File: src/hdl/inversePkg.sv
package inversePkg;

    ////////////////////////////////////////////////////////////////////////
    // Matrix geometry
    ////////////////////////////////////////////////////////////////////////

    // Rows and pivot columns of the square part
    localparam int matDim = 5;

    // Left half A, right half the identity
    localparam int augCols = 10;

    localparam int wordWidth = 32;

    ////////////////////////////////////////////////////////////////////////
    // Element and address types
    ////////////////////////////////////////////////////////////////////////

    // Arithmetic wraps at the word width
    typedef logic signed [wordWidth-1:0] matWord_t;

    typedef logic [2:0] rowIdx_t;
    typedef logic [3:0] colIdx_t;

endpackage

File: src/hdl/matrixPortIf.sv
`timescale 1ns/1ps

interface matrixPortIf;
    import inversePkg::*;

    logic req;
    logic we;
    rowIdx_t row;
    colIdx_t col;
    matWord_t wdata;

    // Returned by the arbiter
    logic gnt;
    matWord_t rdata;
    logic rvalid;

    modport requester
    (
        output req,
        output we,
        output row,
        output col,
        output wdata,
        input  gnt,
        input  rdata,
        input  rvalid
    );

    modport arbiter
    (
        input  req,
        input  we,
        input  row,
        input  col,
        input  wdata,
        output gnt,
        output rdata,
        output rvalid
    );

endinterface

File: src/hdl/matrixStore.sv
`timescale 1ns/1ps

module matrixStore
(
    input  logic clk,
    input  logic we,
    input  inversePkg::rowIdx_t row,
    input  inversePkg::colIdx_t col,
    input  inversePkg::matWord_t wdata,
    output inversePkg::matWord_t rdata
);
    import inversePkg::*;

    // Row-major augmented matrix
    matWord_t mem [matDim][augCols];

    always_ff @(posedge clk)
    begin
        if (we)
        begin
            mem[row][col] <= wdata;
        end
        // Registered read, data one cycle after the address
        rdata <= mem[row][col];
    end

    // Every requester must keep its address inside the matrix
    addrInRange: assert property (
        @(posedge clk) (row < matDim) && (col < augCols)
    );

endmodule

File: src/hdl/matrixArbiter.sv
`timescale 1ns/1ps

module matrixArbiter
(
    input  logic clk,
    input  logic arstN,
    matrixPortIf.arbiter pivotPort,
    matrixPortIf.arbiter elimPort,
    matrixPortIf.arbiter hostPort,
    output logic we,
    output inversePkg::rowIdx_t row,
    output inversePkg::colIdx_t col,
    output inversePkg::matWord_t wdata,
    input  inversePkg::matWord_t rdata
);
    logic [2:0] gnt;
    logic [2:0] rdOwner;

    // Fixed priority: pivot search, then elimination, then host
    assign gnt[0] = pivotPort.req;
    assign gnt[1] = elimPort.req && !pivotPort.req;
    assign gnt[2] = hostPort.req && !pivotPort.req && !elimPort.req;

    assign pivotPort.gnt = gnt[0];
    assign elimPort.gnt = gnt[1];
    assign hostPort.gnt = gnt[2];

    always_comb
    begin
        we = 1'b0;
        row = '0;
        col = '0;
        wdata = '0;
        if (gnt[0])
        begin
            we = pivotPort.we;
            row = pivotPort.row;
            col = pivotPort.col;
            wdata = pivotPort.wdata;
        end
        else if (gnt[1])
        begin
            we = elimPort.we;
            row = elimPort.row;
            col = elimPort.col;
            wdata = elimPort.wdata;
        end
        else if (gnt[2])
        begin
            we = hostPort.we;
            row = hostPort.row;
            col = hostPort.col;
            wdata = hostPort.wdata;
        end
    end

    // Who gets the read data next cycle
    always_ff @(posedge clk or negedge arstN)
    begin
        if (!arstN)
        begin
            rdOwner <= '0;
        end
        else
        begin
            rdOwner[0] <= gnt[0] && !pivotPort.we;
            rdOwner[1] <= gnt[1] && !elimPort.we;
            rdOwner[2] <= gnt[2] && !hostPort.we;
        end
    end

    assign pivotPort.rvalid = rdOwner[0];
    assign elimPort.rvalid = rdOwner[1];
    assign hostPort.rvalid = rdOwner[2];
    assign pivotPort.rdata = rdOwner[0] ? rdata : '0;
    assign elimPort.rdata = rdOwner[1] ? rdata : '0;
    assign hostPort.rdata = rdOwner[2] ? rdata : '0;

    // A starved host keeps its request and access until granted
    hostHolds: assert property (
        @(posedge clk) disable iff (!arstN)
        hostPort.req && !hostPort.gnt |=>
            hostPort.req && $stable(hostPort.we) && $stable(hostPort.row)
            && $stable(hostPort.col) && $stable(hostPort.wdata)
    );

    // The sequencer runs the two datapath units strictly in turn
    unitsExclusive: assert property (
        @(posedge clk) disable iff (!arstN) !(pivotPort.req && elimPort.req)
    );

endmodule

File: src/hdl/pivotSearch.sv
`timescale 1ns/1ps

module pivotSearch
(
    input  logic clk,
    input  logic arstN,
    input  logic go,
    input  inversePkg::colIdx_t column,
    matrixPortIf.requester port,
    output logic done,
    output logic found
);
    import inversePkg::*;

    typedef enum logic [3:0]
    {
        pIdle, pScan, pWtScan, pRdK, pWtK, pRdR, pWtR, pWrK, pWrR
    } pivotState_t;

    pivotState_t state;
    colIdx_t colK;
    colIdx_t swapCol;
    rowIdx_t rowCur;
    rowIdx_t kRow;
    matWord_t wordK;
    matWord_t wordR;

    assign kRow = rowIdx_t'(colK);

    assign port.req = state inside {pScan, pRdK, pRdR, pWrK, pWrR};
    assign port.we = state inside {pWrK, pWrR};
    assign port.row = (state inside {pRdK, pWrK}) ? kRow : rowCur;
    assign port.col = (state == pScan) ? colK : swapCol;
    // Cross write, each row gets the other's word
    assign port.wdata = (state == pWrK) ? wordR : wordK;

    always_ff @(posedge clk)
    begin
        if (port.rvalid && state == pWtK)
        begin
            wordK <= port.rdata;
        end
        if (port.rvalid && state == pWtR)
        begin
            wordR <= port.rdata;
        end
    end

    always_ff @(posedge clk or negedge arstN)
    begin
        if (!arstN)
        begin
            state <= pIdle;
            colK <= '0;
            swapCol <= '0;
            rowCur <= '0;
            done <= 1'b0;
            found <= 1'b0;
        end
        else
        begin
            done <= 1'b0;
            case (state)
                pIdle:
                    if (go)
                    begin
                        colK <= column;
                        rowCur <= rowIdx_t'(column);
                        state <= pScan;
                    end
                pScan:
                    if (port.gnt)
                        state <= pWtScan;
                pWtScan:
                    if (port.rvalid)
                    begin
                        if (port.rdata != '0 && rowCur == kRow)
                        begin
                            done <= 1'b1;
                            found <= 1'b1;
                            state <= pIdle;
                        end
                        else if (port.rdata != '0)
                        begin
                            swapCol <= '0;
                            state <= pRdK;
                        end
                        else if (rowCur == rowIdx_t'(matDim - 1))
                        begin
                            // Whole column zero from row k down
                            done <= 1'b1;
                            found <= 1'b0;
                            state <= pIdle;
                        end
                        else
                        begin
                            rowCur <= rowCur + 1'b1;
                            state <= pScan;
                        end
                    end
                pRdK:
                    if (port.gnt)
                        state <= pWtK;
                pWtK:
                    if (port.rvalid)
                        state <= pRdR;
                pRdR:
                    if (port.gnt)
                        state <= pWtR;
                pWtR:
                    if (port.rvalid)
                        state <= pWrK;
                pWrK:
                    if (port.gnt)
                        state <= pWrR;
                pWrR:
                    if (port.gnt && swapCol == colIdx_t'(augCols - 1))
                    begin
                        done <= 1'b1;
                        found <= 1'b1;
                        state <= pIdle;
                    end
                    else if (port.gnt)
                    begin
                        swapCol <= swapCol + 1'b1;
                        state <= pRdK;
                    end
                default:
                    state <= pIdle;
            endcase
        end
    end

endmodule

File: src/hdl/rowEliminate.sv
`timescale 1ns/1ps

module rowEliminate
(
    input  logic clk,
    input  logic arstN,
    input  logic go,
    input  inversePkg::colIdx_t column,
    matrixPortIf.requester port,
    output logic done
);
    import inversePkg::*;

    typedef enum logic [3:0]
    {
        eIdle, eRow, eStep, eRdPivot, eWtPivot, eRdFactor, eWtFactor,
        eRdK, eWtK, eRdI, eWtI, eWrI
    } elimState_t;

    elimState_t state;
    colIdx_t colK;
    colIdx_t colCur;
    rowIdx_t rowCur;
    rowIdx_t kRow;
    matWord_t pivot;
    matWord_t factor;
    matWord_t wordK;
    matWord_t wordI;

    assign kRow = rowIdx_t'(colK);

    assign port.req = state inside {eRdPivot, eRdFactor, eRdK, eRdI, eWrI};
    assign port.we = (state == eWrI);
    assign port.row = (state inside {eRdPivot, eRdK}) ? kRow : rowCur;
    assign port.col = (state inside {eRdPivot, eRdFactor}) ? colK : colCur;
    // a[i][j]*a[k][k] - a[k][j]*a[i][k], truncated to the word
    assign port.wdata = wordI * pivot - wordK * factor;

    // Pivot and factor stay fixed for the whole row
    always_ff @(posedge clk)
    begin
        if (port.rvalid)
        begin
            case (state)
                eWtPivot: pivot <= port.rdata;
                eWtFactor: factor <= port.rdata;
                eWtK: wordK <= port.rdata;
                eWtI: wordI <= port.rdata;
                default: ;
            endcase
        end
    end

    always_ff @(posedge clk or negedge arstN)
    begin
        if (!arstN)
        begin
            state <= eIdle;
            colK <= '0;
            colCur <= '0;
            rowCur <= '0;
            done <= 1'b0;
        end
        else
        begin
            done <= 1'b0;
            case (state)
                eIdle:
                    if (go)
                    begin
                        colK <= column;
                        rowCur <= '0;
                        state <= eRow;
                    end
                eRow:
                    state <= (rowCur == kRow) ? eStep : eRdPivot;
                eStep:
                    if (rowCur == rowIdx_t'(matDim - 1))
                    begin
                        done <= 1'b1;
                        state <= eIdle;
                    end
                    else
                    begin
                        rowCur <= rowCur + 1'b1;
                        state <= eRow;
                    end
                eRdPivot:
                    if (port.gnt)
                        state <= eWtPivot;
                eWtPivot:
                    if (port.rvalid)
                        state <= eRdFactor;
                eRdFactor:
                    if (port.gnt)
                        state <= eWtFactor;
                eWtFactor:
                    if (port.rvalid)
                    begin
                        colCur <= '0;
                        // Nothing to clear in this row
                        state <= (port.rdata == '0) ? eStep : eRdK;
                    end
                eRdK:
                    if (port.gnt)
                        state <= eWtK;
                eWtK:
                    if (port.rvalid)
                        state <= eRdI;
                eRdI:
                    if (port.gnt)
                        state <= eWtI;
                eWtI:
                    if (port.rvalid)
                        state <= eWrI;
                eWrI:
                    if (port.gnt && colCur == colIdx_t'(augCols - 1))
                        state <= eStep;
                    else if (port.gnt)
                    begin
                        colCur <= colCur + 1'b1;
                        state <= eRdK;
                    end
                default:
                    state <= eIdle;
            endcase
        end
    end

endmodule

File: src/hdl/eliminationSequencer.sv
`timescale 1ns/1ps

module eliminationSequencer
(
    input  logic clk,
    input  logic arstN,
    input  logic start,
    output logic pivotGo,
    input  logic pivotDone,
    input  logic pivotFound,
    output logic elimGo,
    input  logic elimDone,
    output inversePkg::colIdx_t column,
    output logic busy,
    output logic done,
    output logic singular
);
    import inversePkg::*;

    typedef enum logic [1:0] {sIdle, sPivot, sElim} seqState_t;

    seqState_t state;

    always_ff @(posedge clk or negedge arstN)
    begin
        if (!arstN)
        begin
            state <= sIdle;
            column <= '0;
            pivotGo <= 1'b0;
            elimGo <= 1'b0;
            busy <= 1'b0;
            done <= 1'b0;
            singular <= 1'b0;
        end
        else
        begin
            pivotGo <= 1'b0;
            elimGo <= 1'b0;
            done <= 1'b0;
            case (state)
                sIdle:
                    if (start)
                    begin
                        column <= '0;
                        pivotGo <= 1'b1;
                        busy <= 1'b1;
                        singular <= 1'b0;
                        state <= sPivot;
                    end
                sPivot:
                    if (pivotDone && !pivotFound)
                    begin
                        // No pivot in this column, stop here
                        busy <= 1'b0;
                        done <= 1'b1;
                        singular <= 1'b1;
                        state <= sIdle;
                    end
                    else if (pivotDone)
                    begin
                        elimGo <= 1'b1;
                        state <= sElim;
                    end
                sElim:
                    if (elimDone && column == colIdx_t'(matDim - 1))
                    begin
                        busy <= 1'b0;
                        done <= 1'b1;
                        state <= sIdle;
                    end
                    else if (elimDone)
                    begin
                        column <= column + 1'b1;
                        pivotGo <= 1'b1;
                        state <= sPivot;
                    end
                default:
                    state <= sIdle;
            endcase
        end
    end

    // Unit done pulses only arrive in their own phase
    doneInPhase: assert property (
        @(posedge clk) disable iff (!arstN)
        (!pivotDone || state == sPivot) && (!elimDone || state == sElim)
    );

endmodule

File: src/hdl/inverseTop.sv
`timescale 1ns/1ps

module inverseTop
(
    input  logic clk,
    input  logic arstN,
    input  logic start,
    output logic busy,
    output logic done,
    output logic singular,
    input  logic hostReq,
    input  logic hostWe,
    input  inversePkg::rowIdx_t hostRow,
    input  inversePkg::colIdx_t hostCol,
    input  inversePkg::matWord_t hostWdata,
    output logic hostGnt,
    output inversePkg::matWord_t hostRdata,
    output logic hostRvalid
);
    import inversePkg::*;

    logic storeWe;
    rowIdx_t storeRow;
    colIdx_t storeCol;
    matWord_t storeWdata;
    matWord_t storeRdata;
    logic pivotGo;
    logic pivotDone;
    logic pivotFound;
    logic elimGo;
    logic elimDone;
    colIdx_t column;

    matrixPortIf pivotIf ();
    matrixPortIf elimIf ();
    matrixPortIf hostIf ();

    ////////////////////////////////////////////////////////////////////////
    // Host side of the store port
    ////////////////////////////////////////////////////////////////////////

    assign hostIf.req = hostReq;
    assign hostIf.we = hostWe;
    assign hostIf.row = hostRow;
    assign hostIf.col = hostCol;
    assign hostIf.wdata = hostWdata;
    assign hostGnt = hostIf.gnt;
    assign hostRdata = hostIf.rdata;
    assign hostRvalid = hostIf.rvalid;

    ////////////////////////////////////////////////////////////////////////
    // Units
    ////////////////////////////////////////////////////////////////////////

    matrixStore matrixStore_i
    (
        .clk(clk),
        .we(storeWe),
        .row(storeRow),
        .col(storeCol),
        .wdata(storeWdata),
        .rdata(storeRdata)
    );

    matrixArbiter matrixArbiter_i
    (
        .clk(clk),
        .arstN(arstN),
        .pivotPort(pivotIf.arbiter),
        .elimPort(elimIf.arbiter),
        .hostPort(hostIf.arbiter),
        .we(storeWe),
        .row(storeRow),
        .col(storeCol),
        .wdata(storeWdata),
        .rdata(storeRdata)
    );

    pivotSearch pivotSearch_i
    (
        .clk(clk),
        .arstN(arstN),
        .go(pivotGo),
        .column(column),
        .port(pivotIf.requester),
        .done(pivotDone),
        .found(pivotFound)
    );

    rowEliminate rowEliminate_i
    (
        .clk(clk),
        .arstN(arstN),
        .go(elimGo),
        .column(column),
        .port(elimIf.requester),
        .done(elimDone)
    );

    eliminationSequencer eliminationSequencer_i
    (
        .clk(clk),
        .arstN(arstN),
        .start(start),
        .pivotGo(pivotGo),
        .pivotDone(pivotDone),
        .pivotFound(pivotFound),
        .elimGo(elimGo),
        .elimDone(elimDone),
        .column(column),
        .busy(busy),
        .done(done),
        .singular(singular)
    );

endmodule

File: config.mk
export PLATFORM = sky130hd
export DESIGN_NAME = inverseTop
export DESIGN_NICKNAME = d
export VERILOG_FILES = /design/src/hdl/inversePkg.sv /design/src/hdl/matrixPortIf.sv /design/src/hdl/matrixStore.sv /design/src/hdl/matrixArbiter.sv /design/src/hdl/pivotSearch.sv /design/src/hdl/rowEliminate.sv /design/src/hdl/eliminationSequencer.sv /design/src/hdl/inverseTop.sv
export SDC_FILE = /design/constraint.sdc
export NUM_CORES = 2
export LEC_CHECK = 0
export ABC_AREA = 1
export BUFFER_PORTS_ARGS = -buffer_cell sky130_fd_sc_hd__buf_2
export CAP_MARGIN = 20
export CORE_MARGIN = 2
export CORE_UTILIZATION = 44
export CTS_CLUSTER_SIZE = 8
export DETAILED_ROUTE_END_ITERATION = 7
export GPL_ROUTABILITY_DRIVEN = 0
export REMOVE_ABC_BUFFERS = 1
export SLEW_MARGIN = 10
export SYNTH_ARGS = -nofsm -noshare
export SYNTH_HDL_FRONTEND = slang
export SYNTH_HIERARCHICAL = 1
export SYNTH_SLANG_ARGS = --single-unit
File: constraint.sdc
create_clock -name clk -period 7.88 [get_ports clk]
set_clock_uncertainty 0.05 [all_clocks]
set_input_delay 1.576 -clock clk [delete_from_list [all_inputs] [get_ports clk]]
set_output_delay 1.576 -clock clk [all_outputs]
set_load 0.05 [all_outputs]
==> metrics <==
final worst slack -633 ps; CTS tree yes; fin nets 13,100; Worst path max stage delay 630 ps; register area share after synthesis between 40% and 50%; FF-to-FF Start rowEliminate_i/wordI[10]$_DFFE_PP_; IO Port Bufs 80; area delta synth->final 15.7%; gate count of the mapped netlist around 11,000; CP required approximately 8500 ps; Worst-Skew Late Latency ~940 ps; setup repair after global routing missed its margin yes; Setup crit start rowEliminate_i/wordI[10]$_DFFE_PP_; area share of the leading cell type in the synthesized netlist about half; Reg2Reg Depth 34; Worst path slowest cell fa_2; average wire per standard cell 22.3 um; crit path kind reg2reg; HPWL Detailed around 230,000 um; leading area contributor after synthesis edfxtp_1; maximum fanout along the worst path 25; clock buffer depth 4; Final Setup Violations between 900 and 1,000; CTS Hold Bufs 0; top cells by count, synth nand2_1 (3,623), inv_1 (2,095), edfxtp_1 (1,792), nor2_1 (891), fa_1 (877); setup TNS -338,630 ps; Iteration-0 DRC Markers a little under 8,000; largest net degree at the start of global routing 149; Reg2Reg Capture Point matrixStore_i/mem[4][223]$_DFFE_PP_; clock root cell clkbuf_16; FFs w/ async S/R, synth under 10%; final worst-path cycle share 108%; Via density between 5 and 6; outcome complete, but fails checks; vias post-DR 79,800; # rows between 150 and 200; failing checks negative setup slack; top cells by area, synth edfxtp_1 (48%), fa_1 (16%), nand2_1 (12%), inv_1 (7.1%), nand3_1 (3.3%); core area 252,000 um^2; die area around 260,000 um^2; WHS about 420 ps; TritonCTS Buffers about 290; top_reg_cell synth edfxtp_1; count of pins over their slew limit 0; Overflow after GRT 0; antenna violations before repair 11; die height roughly 510 um; Die X just over 500 um; Worst Tran Pin Value about 1100 ps; most common cell in the netlist nand2_1; gr usage total approximately a quarter; FMAX 117 MHz; drt drc 0; DR pass1 iterations 6; post-layout min period about 8500 ps; Hold Path Class reg2reg; YS warnings 6; FF-to-FF setup slack -630 ps; starting density of the core 44.3%; Final Hold Violating Endpoints 0; Post-Syn Area roughly 110,000 um^2; Critical Path AT approximately 9100 ps; number of global-route vias before repair between 80,000 and 90,000; clock-pin slew on the worst setup and hold paths ~50 ps; fin cells 15,300; CP Capture Point matrixStore_i/mem[4][223]$_DFFE_PP_; first-pass GRT wire length 507,000 um; post-route ant nets 0; slew margin rel. ~26%; CTS H-tree lvls 5; most used cell, CP fa_1; clk sink count roughly 1,900; flops & latches, synth 1,871; CP Launch Type register; crit end category register; average size of a mapped cell roughly 9.7 um^2; EDFF count, synth 1,792; Inst Count DP between 10,000 and 15,000; I/O pins 81; ratio of cells with drive above 1 in the final layout a little under an eighth; library cells used by synthesis between 60 and 70; max_cap viols 0; post-layout util 51.2%; Post-Route WL between 300,000 and 400,000 um
-- flip-flops by register name, indices dropped and copies added, names as in the netlist, 32 cells and up --
name / cells
rowEliminate_i/wordK: 32
rowEliminate_i/factor: 32
matrixStore_i/mem: 1600
pivotSearch_i/wordK: 32
matrixStore_i/rdata: 32
rowEliminate_i/pivot: 32
rowEliminate_i/wordI: 32
pivotSearch_i/wordR: 32
-- through the flow --
stage | instance area, um^2 | worst slack [ps]
2_1_floorplan | 109000 | -12860
4_1_cts | 128000 | -582
5_1_grt | 129000 | -860
3_5_place_dp | 119000 | -712
3_3_place_gp | 119000 | -745
6_report | 129000 | -633
-- metal layers --
| metal | up-vias | global-route usage [%] | routed length (um) |
|---|---|---|---|
| met4 | 0 | 13.8 | 20300 |
| li1 | 36100 | - | - |
| met2 | 3348 | 44.3 | 164000 |
| met1 | 39700 | 33.4 | 132000 |
| met3 | 720 | 3.70 | 25700 |
| met5 | - | 0 | 0 |
-- worst max-delay path: cells and delay by family (launching register included) --
| family | cells | cell delay [ps] |
|---|---|---|
| fa+ha+maj | 11 | 5330 |
| buf+inv | 11 | 1150 |
| simple gates | 8 | 720 |
| compound gates | 4 | 550 |
| flops | 1 | 430 |
-- cells in the final DEF, fill, tap and decap left out, types with 80 or more instances in the layout --
cell type | netlist | final
clkbuf_16 | 0 | 301
ha_1 | 271 | 248
o21ai_0 | 102 | 96
fa_1 | 877 | 854
nand2_1 | 3623 | 3607
buf_12 | 0 | 109
inv_1 | 2095 | 2088
buf_2 | 159 | 80
nor2_1 | 891 | 829
nand3_1 | 734 | 695
edfxtp_1 | 1792 | 1792
buf_4 | 66 | 468
-- cell type report --
type | count | area, um^2
multi-input cells | 6904 | 46500
well taps | 3348 | 4190
clock inverters | 10 | 88.8
diodes | 7 | 17.5
fillers | 22100 | 123000
inverters | 2131 | 8020
repair buffers | 705 | 6910
flip-flops and latches | 1871 | 55600
clock buffers | 354 | 7520
-- repair_timing --
item	in CTS	in global routing
gates cloned	5	14
pin swaps	24	35
setup buffers	33	24
endpoints found under the setup margin	1121	1147
resized for setup	58	111
-- logic make-up after synthesis --
kind of cell | synth area share (%)
AO/OA/AOI/OAI | 1.09
XOR/XNOR | 0.447
adder cells (fa/ha/maj) | 18.8
buffers and inverters | 9.51
flip-flops | 49.9
multiplexers | 0.427
AND/OR/NAND/NOR | 19.8
-- worst min path at each step --
stage | startpoint | to | slack [ps] | cells after the start
after floorplan | rowEliminate_i/colK[3]$_DFFE_PN0P_ | rowEliminate_i/colK[3]$_DFFE_PN0P_ | 400 | 2
after detailed placement | eliminationSequencer_i/busy$_DFFE_PN0P_ | eliminationSequencer_i/busy$_DFFE_PN0P_ | 420 | 2
after CTS | rowEliminate_i/colK[3]$_DFFE_PN0P_ | rowEliminate_i/colK[3]$_DFFE_PN0P_ | 430 | 2
final | eliminationSequencer_i/busy$_DFFE_PN0P_ | eliminationSequencer_i/busy$_DFFE_PN0P_ | 420 | 2
after global routing | rowEliminate_i/colK[3]$_DFFE_PN0P_ | rowEliminate_i/colK[3]$_DFFE_PN0P_ | 450 | 2
after global placement | eliminationSequencer_i/busy$_DFFE_PN0P_ | eliminationSequencer_i/busy$_DFFE_PN0P_ | 410 | 2
Power is left out: the tool's default activity adds up to more than one toggle a clock period on the data nets, which glitch-free logic cannot reach.
